<file path="config.mk">
export PLATFORM = sky130hd
export DESIGN_NAME = raster_vertex_fetch
export DESIGN_NICKNAME = d
export VERILOG_FILES = /design/src/hdl/raster_bus_pkg.sv /design/src/hdl/raster_geom_pkg.sv /design/src/hdl/raster_vertex_fetch.sv /design/src/hdl/tri_fifo.sv /design/src/hdl/vertex_assembler.sv /design/src/hdl/vertex_fetch_regs.sv /design/src/hdl/vertex_read_master.sv
export SDC_FILE = /design/constraint.sdc
export NUM_CORES = 2
export LEC_CHECK = 0
export ABC_AREA = 1
export BUFFER_PORTS_ARGS = -buffer_cell sky130_fd_sc_hd__buf_2
export CORE_AREA = 2 2 586 297
export CTS_CLUSTER_SIZE = 12
export DETAILED_ROUTE_END_ITERATION = 10
export DIE_AREA = 0 0 588 299
export GPL_ROUTABILITY_DRIVEN = 0
export PLACE_DENSITY = 0.73
export SYNTH_ARGS = -nofsm -noshare
export SYNTH_HDL_FRONTEND = slang
export SYNTH_SLANG_ARGS = --single-unit
</file>
<file path="constraint.sdc">
create_clock -name clock -period 63.5 [get_ports clock]
set_input_delay 9.525 -clock clock [delete_from_list [all_inputs] [get_ports clock]]
set_output_delay 9.525 -clock clock [all_outputs]
set_load 0.05 [all_outputs]
</file>
<file path="src/hdl/raster_bus_pkg.sv">
package raster_bus_pkg;

    // ------------------------------------------------------------------
    // Memory read port, pipelined with waitrequest and readdatavalid.
    // ------------------------------------------------------------------

    typedef struct packed {
        logic [25:0] address;
        logic        read;
    } mem_req_t;

    typedef struct packed {
        logic [31:0] readdata;
        logic        readdatavalid;
        logic        waitrequest;
    } mem_rsp_t;

    // ------------------------------------------------------------------
    // Wishbone classic register port.
    // ------------------------------------------------------------------

    typedef struct packed {
        logic        cyc;
        logic        stb;
        logic        we;
        logic [3:0]  adr;
        logic [31:0] dat;
        logic [3:0]  sel;
    } wb_req_t;

    typedef struct packed {
        logic        ack;
        logic [31:0] dat;
    } wb_rsp_t;

    // Byte offsets of the register map.
    localparam logic [3:0] REG_CTRL   = 4'd0;
    localparam logic [3:0] REG_BASE   = 4'd4;
    localparam logic [3:0] REG_STATUS = 4'd8;
    localparam logic [3:0] REG_COUNT  = 4'd12;

endpackage

</file>
<file path="src/hdl/raster_geom_pkg.sv">
package raster_geom_pkg;

    // Words fetched from memory for one triangle.
    localparam int WORDS_PER_TRI = 15;

    // ------------------------------------------------------------------
    // Triangle record as handed to the rasterizer.
    // ------------------------------------------------------------------

    // Attribute order matches the word order in memory.
    typedef struct packed {
        logic [31:0] x;
        logic [31:0] y;
        logic [31:0] z;
        logic [31:0] w;
        logic [31:0] color;
    } vertex_t;

    typedef struct packed {
        vertex_t v0;
        vertex_t v1;
        vertex_t v2;
    } tri_record_t;

    // Raw image of one triangle, word 0 in the top slot so that a cast
    // to tri_record_t puts it into v0.x.
    typedef logic [WORDS_PER_TRI-1:0][31:0] tri_words_t;

endpackage

</file>
<file path="src/hdl/raster_vertex_fetch.sv">
`timescale 1ns/1ps

module raster_vertex_fetch
    import raster_bus_pkg::*, raster_geom_pkg::*;
#(
    parameter int FIFO_DEPTH_LOG2 = 2
) (
    input  logic        clock,
    input  logic        reset,
    input  wb_req_t     wb_req,
    output wb_rsp_t     wb_rsp,
    output mem_req_t    mem_req,
    input  mem_rsp_t    mem_rsp,
    output tri_record_t tri_out,
    output logic        tri_valid,
    input  logic        stall,
    output logic        done
);

    logic        start_pulse;
    logic [25:0] base_addr;
    logic [15:0] tri_count;
    logic        count_valid;
    logic        expect_header;
    logic        busy;
    logic        push;
    tri_record_t record;
    logic [15:0] delivered;
    logic        pop;
    logic        fifo_full;

    // One transfer to the rasterizer, and one credit back.
    assign pop = tri_valid & ~stall;

    vertex_fetch_regs regs_i (
        .clock       (clock),
        .reset       (reset),
        .wb_req      (wb_req),
        .wb_rsp      (wb_rsp),
        .start_pulse (start_pulse),
        .base_addr   (base_addr),
        .tri_count   (tri_count),
        .delivered   (delivered),
        .busy        (busy),
        .done        (done)
    );

    vertex_read_master #(
        .FIFO_DEPTH_LOG2 (FIFO_DEPTH_LOG2)
    ) master_i (
        .clock         (clock),
        .reset         (reset),
        .start_pulse   (start_pulse),
        .base_addr     (base_addr),
        .tri_count     (tri_count),
        .count_valid   (count_valid),
        .pop_event     (pop),
        .mem_req       (mem_req),
        .mem_rsp       (mem_rsp),
        .expect_header (expect_header),
        .busy          (busy)
    );

    vertex_assembler assembler_i (
        .clock         (clock),
        .reset         (reset),
        .mem_rsp       (mem_rsp),
        .expect_header (expect_header),
        .tri_count     (tri_count),
        .count_valid   (count_valid),
        .push          (push),
        .record        (record),
        .delivered     (delivered),
        .pop_event     (pop)
    );

    tri_fifo #(
        .FIFO_DEPTH_LOG2 (FIFO_DEPTH_LOG2)
    ) fifo_i (
        .clock     (clock),
        .reset     (reset),
        .push      (push),
        .din       (record),
        .pop       (pop),
        .dout      (tri_out),
        .not_empty (tri_valid),
        .full      (fifo_full)
    );

endmodule

</file>
<file path="src/hdl/tri_fifo.sv">
`timescale 1ns/1ps

module tri_fifo
    import raster_geom_pkg::*;
#(
    parameter int FIFO_DEPTH_LOG2 = 2
) (
    input  logic        clock,
    input  logic        reset,
    input  logic        push,
    input  tri_record_t din,
    input  logic        pop,
    output tri_record_t dout,
    output logic        not_empty,
    output logic        full
);

    localparam int DEPTH = 1 << FIFO_DEPTH_LOG2;

    tri_record_t              slots [0:DEPTH-1];
    logic [FIFO_DEPTH_LOG2:0] wr_ptr;
    logic [FIFO_DEPTH_LOG2:0] rd_ptr;

    // Extra pointer bit tells full from empty.
    assign not_empty = (wr_ptr != rd_ptr);
    assign full      = (wr_ptr[FIFO_DEPTH_LOG2] != rd_ptr[FIFO_DEPTH_LOG2])
                       && (wr_ptr[FIFO_DEPTH_LOG2-1:0] == rd_ptr[FIFO_DEPTH_LOG2-1:0]);

    // Head is always on the output.
    assign dout = slots[rd_ptr[FIFO_DEPTH_LOG2-1:0]];

    always_ff @(posedge clock) begin
        if (push && !full) begin
            slots[wr_ptr[FIFO_DEPTH_LOG2-1:0]] <= din;
        end
    end

    always_ff @(posedge clock or negedge reset) begin
        if (!reset) begin
            wr_ptr <= '0;
            rd_ptr <= '0;
        end else begin
            if (push && !full) begin
                wr_ptr <= wr_ptr + 1'b1;
            end
            if (pop && not_empty) begin
                rd_ptr <= rd_ptr + 1'b1;
            end
        end
    end

endmodule

</file>
<file path="src/hdl/vertex_assembler.sv">
`timescale 1ns/1ps

module vertex_assembler
    import raster_bus_pkg::*, raster_geom_pkg::*;
(
    input  logic        clock,
    input  logic        reset,
    input  mem_rsp_t    mem_rsp,
    input  logic        expect_header,
    output logic [15:0] tri_count,
    output logic        count_valid,
    output logic        push,
    output tri_record_t record,
    output logic [15:0] delivered,
    input  logic        pop_event
);

    localparam logic [3:0] LAST_WORD = 4'(WORDS_PER_TRI - 1);

    tri_words_t words;
    logic [3:0] word_idx;
    logic       header_hit;
    logic       data_hit;

    assign header_hit = mem_rsp.readdatavalid & expect_header;
    assign data_hit   = mem_rsp.readdatavalid & ~expect_header;

    // Oldest word ends in the top slot after fifteen shifts.
    assign record = tri_record_t'(words);

    always_ff @(posedge clock) begin
        if (data_hit) begin
            words <= {words[WORDS_PER_TRI-2:0], mem_rsp.readdata};
        end
    end

    // ------------------------------------------------------------------
    // Word counting, header capture and delivery count.
    // ------------------------------------------------------------------

    always_ff @(posedge clock or negedge reset) begin
        if (!reset) begin
            word_idx    <= '0;
            push        <= 1'b0;
            tri_count   <= '0;
            count_valid <= 1'b0;
            delivered   <= '0;
        end else begin
            push <= data_hit & (word_idx == LAST_WORD);
            if (header_hit) begin
                tri_count   <= mem_rsp.readdata[15:0];
                count_valid <= 1'b1;
                delivered   <= '0;
                word_idx    <= '0;
            end else begin
                // Stale count is withdrawn while a new header is awaited.
                if (expect_header) begin
                    count_valid <= 1'b0;
                end
                if (data_hit) begin
                    word_idx <= (word_idx == LAST_WORD) ? 4'd0 : word_idx + 4'd1;
                end
                if (pop_event) begin
                    delivered <= delivered + 16'd1;
                end
            end
        end
    end

endmodule

</file>
<file path="src/hdl/vertex_fetch_regs.sv">
`timescale 1ns/1ps

module vertex_fetch_regs
    import raster_bus_pkg::*;
(
    input  logic        clock,
    input  logic        reset,
    input  wb_req_t     wb_req,
    output wb_rsp_t     wb_rsp,
    output logic        start_pulse,
    output logic [25:0] base_addr,
    input  logic [15:0] tri_count,
    input  logic [15:0] delivered,
    input  logic        busy,
    output logic        done
);

    logic        ack_q;
    logic [31:0] rdata_q;
    logic        run_q;
    logic        wr_strobe;
    logic [31:0] byte_mask;
    logic [31:0] base_merged;
    logic [31:0] rdata_next;

    assign wb_rsp = '{ack: ack_q, dat: rdata_q};

    // Writes land on the edge that closes the ack cycle.
    assign wr_strobe = ack_q & wb_req.cyc & wb_req.stb & wb_req.we;

    always_comb begin
        for (int b = 0; b < 4; b++) begin
            byte_mask[8*b +: 8] = {8{wb_req.sel[b]}};
        end
    end

    assign base_merged = ({6'd0, base_addr} & ~byte_mask) | (wb_req.dat & byte_mask);

    always_comb begin
        case (wb_req.adr)
            REG_BASE:   rdata_next = {6'd0, base_addr};
            REG_STATUS: rdata_next = {30'd0, done, busy};
            REG_COUNT:  rdata_next = {delivered, tri_count};
            default:    rdata_next = 32'd0;
        endcase
    end

    // ------------------------------------------------------------------
    // Bus handshake and control registers.
    // ------------------------------------------------------------------

    always_ff @(posedge clock or negedge reset) begin
        if (!reset) begin
            ack_q       <= 1'b0;
            start_pulse <= 1'b0;
            base_addr   <= '0;
            run_q       <= 1'b0;
        end else begin
            ack_q       <= wb_req.cyc & wb_req.stb & ~ack_q;
            start_pulse <= wr_strobe & (wb_req.adr == REG_CTRL) & wb_req.sel[0]
                           & wb_req.dat[0];
            if (wr_strobe && wb_req.adr == REG_BASE) begin
                base_addr <= base_merged[25:0];
            end
            if (start_pulse) begin
                run_q <= 1'b1;
            end
        end
    end

    // Read data is sampled together with the ack.
    always_ff @(posedge clock) begin
        if (wb_req.cyc && wb_req.stb && !ack_q) begin
            rdata_q <= rdata_next;
        end
    end

    // The count is known once the fetcher leaves its busy phase.
    // A new start drops the flag at once.
    assign done = run_q & ~busy & ~start_pulse & (delivered == tri_count);

endmodule

</file>
<file path="src/hdl/vertex_read_master.sv">
`timescale 1ns/1ps

module vertex_read_master
    import raster_bus_pkg::*, raster_geom_pkg::*;
#(
    parameter int FIFO_DEPTH_LOG2 = 2
) (
    input  logic        clock,
    input  logic        reset,
    input  logic        start_pulse,
    input  logic [25:0] base_addr,
    input  logic [15:0] tri_count,
    input  logic        count_valid,
    input  logic        pop_event,
    output mem_req_t    mem_req,
    input  mem_rsp_t    mem_rsp,
    output logic        expect_header,
    output logic        busy
);

    localparam int CREDIT_W = FIFO_DEPTH_LOG2 + 1;
    localparam logic [CREDIT_W-1:0] CREDIT_LIMIT = CREDIT_W'(1 << FIFO_DEPTH_LOG2);
    localparam logic [3:0] LAST_WORD = 4'(WORDS_PER_TRI - 1);

    typedef enum logic [2:0] {
        S_IDLE,
        S_HEADER,
        S_WAIT_COUNT,
        S_BURST,
        S_FINISH
    } state_t;

    state_t              state;
    logic                read_q;
    logic [25:0]         addr_q;
    logic [3:0]          word_cnt;
    logic [15:0]         issued;
    logic [CREDIT_W-1:0] credits;
    logic                accept;
    logic                last_word;
    logic                more_tris;
    logic                slot_free;
    logic                charge;

    assign mem_req = '{address: addr_q, read: read_q};

    assign accept    = read_q & ~mem_rsp.waitrequest;
    assign last_word = accept & (word_cnt == LAST_WORD);
    assign more_tris = count_valid & (issued != tri_count);
    assign slot_free = credits < CREDIT_LIMIT;

    // A new triangle starts when the bus is free or the previous one just finished.
    assign charge = (state == S_BURST) & (~read_q | last_word) & more_tris & slot_free;

    assign expect_header = (state == S_HEADER) | (state == S_WAIT_COUNT);
    assign busy          = (state != S_IDLE);

    // ------------------------------------------------------------------
    // Credits: one per triangle between first read and pop.
    // ------------------------------------------------------------------

    always_ff @(posedge clock or negedge reset) begin
        if (!reset) begin
            credits <= '0;
        end else begin
            credits <= credits + CREDIT_W'(charge) - CREDIT_W'(pop_event);
        end
    end

    // ------------------------------------------------------------------
    // Request FSM.
    // ------------------------------------------------------------------

    always_ff @(posedge clock or negedge reset) begin
        if (!reset) begin
            state    <= S_IDLE;
            read_q   <= 1'b0;
            addr_q   <= '0;
            word_cnt <= '0;
            issued   <= '0;
        end else begin
            if (accept) begin
                addr_q <= addr_q + 26'd4;
            end
            case (state)
                S_IDLE: begin
                    if (start_pulse) begin
                        addr_q   <= base_addr;
                        read_q   <= 1'b1;
                        word_cnt <= '0;
                        issued   <= '0;
                        state    <= S_HEADER;
                    end
                end
                S_HEADER: begin
                    if (accept) begin
                        read_q <= 1'b0;
                        state  <= S_WAIT_COUNT;
                    end
                end
                S_WAIT_COUNT: begin
                    // Only the header read is outstanding here.
                    if (mem_rsp.readdatavalid) begin
                        state <= (mem_rsp.readdata[15:0] == 16'd0) ? S_IDLE : S_BURST;
                    end
                end
                S_BURST: begin
                    if (accept) begin
                        word_cnt <= last_word ? 4'd0 : word_cnt + 4'd1;
                    end
                    if (!read_q || last_word) begin
                        read_q <= charge;
                        if (charge) begin
                            issued <= issued + 16'd1;
                        end
                        if (!more_tris) begin
                            state <= S_FINISH;
                        end
                    end
                end
                S_FINISH: begin
                    // Wait for the last queued triangle to leave.
                    if (pop_event && credits == CREDIT_W'(1)) begin
                        state <= S_IDLE;
                    end
                end
                default: begin
                    state <= S_IDLE;
                end
            endcase
        end
    end

endmodule

</file>
# After elaboration in Yosys (flattened, before gate mapping)
# Memories as Yosys holds them, arrays and structs flattened.
# Cells that the tools add are included.
[word_totals]
register_bits = 638
latchBits = 0
ram_bits = 1920
mem_bits_ro = 0
out_inout_bits = 542
mem_count = 1
[classes]
n_addsub = 9
mul = 0
div = 0
magnitude_cmp = 1
eq_ne = 23
shifts = 0
muxes = 33
bitwise_logic = 34
n_reduce_logical = 24
[mem_list]
columns = ["memory", "depth", "word_bits", "read_ports", "rd_clocked_by_memory_dff", "write_ports", "line", "rtl"]
rows = [
  ["fifo_i.slots", 4, 480, 1, 0, 1, "tri_fifo.sv:20", "tri_record_t slots [0:DEPTH-1];"],
]
[op_table]
columns = ["cell", "count"]
rows = [
  ["32-bit one-hot mux with 3 select lines", 1],
  ["16-bit 2-to-1 mux", 5],
  ["26-bit 2-to-1 mux", 3],
  ["26-bit bitwise AND", 2],
  ["16-bit by 1-bit adder with 16-bit output, second input constant", 2],
  ["16-bit one-hot mux with 2 select lines", 1],
  ["26-bit by 3-bit adder with 26-bit output, second input constant", 1],
  ["26-bit inverter", 1],
  ["26-bit OR", 1],
  ["4-bit 2-to-1 mux", 6],
  ["1-bit bitwise AND", 21],
  ["3-bit 2-to-1 mux", 6],
  ["16-bit == test", 1],
  ["4-bit == test, second input constant", 4],
  ["16-bit zero test", 1],
  ["16-bit != test", 1],
  ["3-bit one-hot mux with 5 select lines", 1],
  ["4-bit by 1-bit adder with 4-bit output, second input constant", 2],
  ["2-bit by 1-bit != test with 1-bit output, second input constant", 4],
  ["2-bit != test, second input constant", 4],
  ["4-bit one-hot mux with 2 select lines", 1],
  ["4-bit AND reduction", 2],
  ["2-bit nonzero test", 4],
  ["1-bit logical AND", 7],
  ["other kinds (23)", 42],
]

# Logic depth before layout (Yosys ltp)
[depth]
word_depth = 10
mapped_depth = 15
ltp_nobuf = 13

# Hierarchy
# Synthesis repeated with hierarchy kept, for this count alone.
[hier_totals]
hier_cells = 6221
hier_area_um2 = 93646.1
[by_module_without_submodules]
columns = ["mod", "n_inst", "cells_each", "area_per_inst_um2", "seq_area_each_um2"]
rows = [
  ["tri_fifo", 1, 4703, 71061.9, 57805.4],
  ["vertex_assembler", 1, 686, 16160.5, 15364.7],
  ["vertex_read_master", 1, 518, 3504.6, 1326.3],
  ["vertex_fetch_regs", 1, 312, 2909.0, 1686.6],
  ["raster_vertex_fetch", 1, 2, 10.0, 0.0],
]

# Worst setup path after synthesis
# OpenSTA, ideal clock, no wires.
[synth_timing]
path_type = "input port to flip-flop"
start = "input mem_rsp[1] in the netlist's numbering"
end = "register assembler_i.word_idx[2]"
setup_ns = 0.173
t_arrival_ns = 30.820
setup_slack_ns = 32.506
stages = 4
n_path_buf = 0
cell_sequence = "inv_1 -> nor2_1 -> inv_1 -> o22ai_1"
[synth_via]
elab_chain_cells = 2
elab_cells_between_ends = 4
cone_classes = "mux (1); bitwise (2); reduce/logical (1)"
[synth_rtl]
columns = ["item", "line", "rtl"]
rows = [
  ["start, declared", "raster_vertex_fetch.sv:13", "input mem_rsp_t mem_rsp,"],
  ["1-bit bitwise AND", "vertex_assembler.sv:26", "assign data_hit = mem_rsp.readdatavalid & ~expect_header;"],
  ["net assembler_i.data_hit", "vertex_assembler.sv:23", "logic data_hit;"],
  ["2-bit nonzero test (no line)", "-", ""],
  ["end signal, assigned", "vertex_assembler.sv:61", "word_idx <= (word_idx == LAST_WORD) ? 4'd0 : word_idx + 4'd1;"],
  ["end, declared", "vertex_assembler.sv:21", "logic [3:0] word_idx;"],
]
# The timed path passes the listed nets, and every way through them passes these cells.
# A chain may end at the register's enable or synchronous reset.

==> summary.txt <==
Job
  – Maxcap violations: 0

Logic synthesis
  – Avg Synthesized Cell Area: ~15 um2
  – Syn Std Cell Area: ~93000 um2
  – Share of the synthesized area in the top cell type: 78.3%
  – Area share of fa/ha/maj cells after synthesis: 0.182%
  – Post-synth cell types: 41
  – Synth area leader: edfxtp_1
  – Count leader, synth: edfxtp_1
  – Area contributors post-synth: edfxtp_1 78%, o21ai_0 5.5%, nor2_1 4.3%
  – Gate count after technology mapping: 6208
  – Net Count, Synth: approximately 6300
  – Main combinational cell family by area after synthesis: compound AO/OA/AOI/OAI gates
  – Synth top cells by count: 2432 x edfxtp_1, 1071 x nor2_1, 1017 x o21ai_0, 507 x o22ai_1, 272 x nand2_1
  – Post-synthesis mux area share: 0.0121%
  – Sequential area share after synthesis: between 80% and 90%
  – Yosys warns: 0
  – Xor and xnor area share after synthesis: less than 1%
  – Synth Flop Type: edfxtp_1
  – FFs w/ async S/R, synth: 4.93%
  – Post-synth EDFFs: approximately 2400
  – Post-synthesis compound-gate area fraction: 9.16%
  – Synth Register Bits: between 2000 and 3000
  – Post-Synth Simple-Gate Area: 6.42%

Place
  – Cell Area, Placed: 98500 um2
  – Buffers on Ports: 615
  – DP Wirelength: between 100 and 150 mm
  – Place WS: around 49 ns

Setup path
  – CP max FO: between 150 and 200
  – CP endpoint kind: output pin
  – Crit path launch type: flop
  – R2R setup slack: 57.35 ns
  – FF-to-FF path depth: 10
  – Setup Crit Path Kind: reg -> out
  – R2R Path End: fifo_i.slots[1][456]
  – Reg-to-Reg Start: fifo_i.rd_ptr[0]
  – Required @ worst endpoint: approximately 54 ns
  – Worst EP arrival: approximately 6 ns

Global route
  – Total global-route track usage: between 20 and 30%
  – Global route overflow: 0
  – Global-route wire length before repair: between 300 and 400 mm
  – Largest net degree at the start of global routing: roughly 210
  – Antenna violations before repair: 8
  – Vias in the first global route: 51500

Timing
  – Final worst slack: approximately 48 ns
  – Worst slew margin: roughly an eighth
  – Max Slew Vio Count: 0
  – Unrepaired setup endpoints after global routing: false
  – Least-Margin Pin Slew: 1.32 ns
  – Setup violators final: 0
  – Fin. Hold Viols: 0
  – Final setup TNS: 0 ns
  – Final Cycle Share: about a quarter
  – Fmax: between 60 and 70 MHz
  – Layout Skew: 0.0759 ns
  – Min Tclk post-route: roughly 16 ns

Die
  – Row count: 108
  – Die Y-Extent: 299 um
  – Starting Density: 54.5%
  – DIE WIDTH: about 590 um
  – Placeable core region: around 170000 um2
  – IO Count: just over 600
  – Die area: between 150000 and 200000 um2

Clocking
  – Clk slew on worst S/H paths: 0.06 ns
  – Resized cells post-CTS: 0
  – Clock tree from TritonCTS: yes
  – Cts bufs inserted: 241
  – Skew-Pair Late Insertion Delay: about 0.87 ns
  – Max clock buf depth: 4
  – Root buf cell: clkbuf_16
  – Setup Buffers After CTS: 0
  – CTS sink count: 2558
  – Post-CTS Hold Fix Bufs: 0
  – H-tree levels: 4

Drt
  – WL/cell: 25.2 um
  – Vias: 54500
  – Top routing layer in use: met5
  – Final WL: between 200 and 250 mm
  – WL met3: roughly 21 mm
  – Met2 wire length: 106 mm
  – First-pass detailed-route iteration total: 5
  – Vias/cell: 5.96
  – Drt initial violations: between 6000 and 7000
  – Wl on met1: about 98 mm
  – DRC violations left: 0
  – DRT antenna net count: 0

Outcome
  – Status: complete, no violations

Power
  – Comb pwr share: 35.1%
  – P_sw: between 2000 and 2500 uW
  – Switching Fraction: ~43%
  – Pleak: between 0.03 and 0.04 uW
  – Max VDD drop: between 0.00007 and 0.00008 V
  – Total power draw: ~5600 uW
  – Clk network pwr share: 22.6%
  – Cell Pwr Density: around 53 nW/um2
  – P_int: roughly 3200 uW
  – Sequential power share: 42.3%

Cells and area
  – Final Cell Area: 105000 um2
  – Final net count: 6871
  – Area Overhead vs Synth: 12.5%
  – Fin util: approximately three fifths
  – Share of layout cells above drive strength 1: about 14%

Min path
  – Hold Path Class: reg -> reg
  – Hold endpoint: fifo_i.slots[3][476]
  – Hold path depth: 0
  – Hold_sp: assembler_i.record[476]
==> flip-flops by register name (all words and copies together) (netlist names), 16 cells and up, named ones only <==
register,flops
master_i.issued,16
master_i.addr_q,26
assembler_i.record,480
assembler_i.delivered,16
regs_i.rdata_q,32
fifo_i.slots,1920
assembler_i.tri_count,16
==> worst max path at each step <==
stage,from,to,depth (start not counted)
floorplan,mem_rsp[1],assembler_i.word_idx[2],4
global route,fifo_i.rd_ptr[0],tri_out[340],7
finish,fifo_i.rd_ptr[0],tri_out[340],7
CTS,fifo_i.rd_ptr[0],tri_out[306],7
global placement,fifo_i.rd_ptr[0],tri_out[339],7
detailed placement,fifo_i.rd_ptr[0],tri_out[306],7
==> cell families (layout without fill, tap and decap cells) <==
family,count (synthesis),in the layout
adders and majority gates,13,13
muxes,1,1
AOI/OAI and AO/OA,1575,1575
DFF,2558,2558
other,0,12
and+or+nand+nor,1502,1502
buffers and inverters,522,1136
xor gates and xnor gates,37,37
==> worst max-delay path, cell delays in order (launching register included) <==
cell and delay, ns:
dfrtp_4 0.68, inv_8 0.63, buf_12 0.57, buf_4 0.93
buf_4 0.89, o21ai_0 0.24, o22ai_1 0.29, buf_2 0.34
==> routing by layer <==
layer	vias up	track usage [%]
met4	2	6.12
li1	24200	-
met3	315	5.27
met1	27500	38.5
met5	-	0
met2	2552	39.1
==> through the flow <==
| step | cells | hold slack, ns |
|---|---|---|
| 5_1_grt | 9133 | 0.486 |
| 2_1_floorplan | 6208 | 0.455 |
| 3_3_place_gp | 8845 | 0.470 |
| 6_report | 9144 | 0.462 |
| 3_5_place_dp | 8845 | 0.486 |
| 4_1_cts | 9132 | 0.469 |
==> cells in the final DEF, fill, tap and decap left out, types with 2 or more instances in the layout <==
master,instances
diode_2,12
a21oi_1,32
buf_2,614
clkbuf_16,244
nor3_1,22
dfrtp_1,124
xnor2_1,8
o21ai_1,13
edfxtp_1,2432
nor2_1,1067
buf_4,52
clkinv_8,4
o21ai_0,1017
buf_12,11
inv_1,167
bufinv_16,2
nand2_2,4
xor2_1,29
ha_1,12
nand2_1,271
nand4_1,39
nor2_2,6
nand3_2,9
o22ai_1,507
nor2_4,6
or2_2,2
inv_8,3
clkinv_2,2
inv_2,2
nand3_1,68
dfrtp_4,2
clkbuf_1,31
==> final cells by class <==
cell class	instances	area (um2)
repair buffers	677	3680
clock inverters	11	156
clock buffers	276	6240
fillers	12300	66400
well taps	2310	2890
diodes	12	30.0
flip-flops and latches	2558	76200
inverters	172	668
multi-input cells	3128	15100
==> power by group through the flow <==
stage	clock [uW]	sequential [uW]	combinational (uW)
2_1_floorplan	0	2360	1380
3_3_place_gp	0	2380	1920
3_5_place_dp	0	2390	1950
4_1_cts	1270	2350	1950
5_1_grt	1340	2380	2040
6_report	1260	2350	1950
Note: power is estimated with default switching activity, not from simulation.
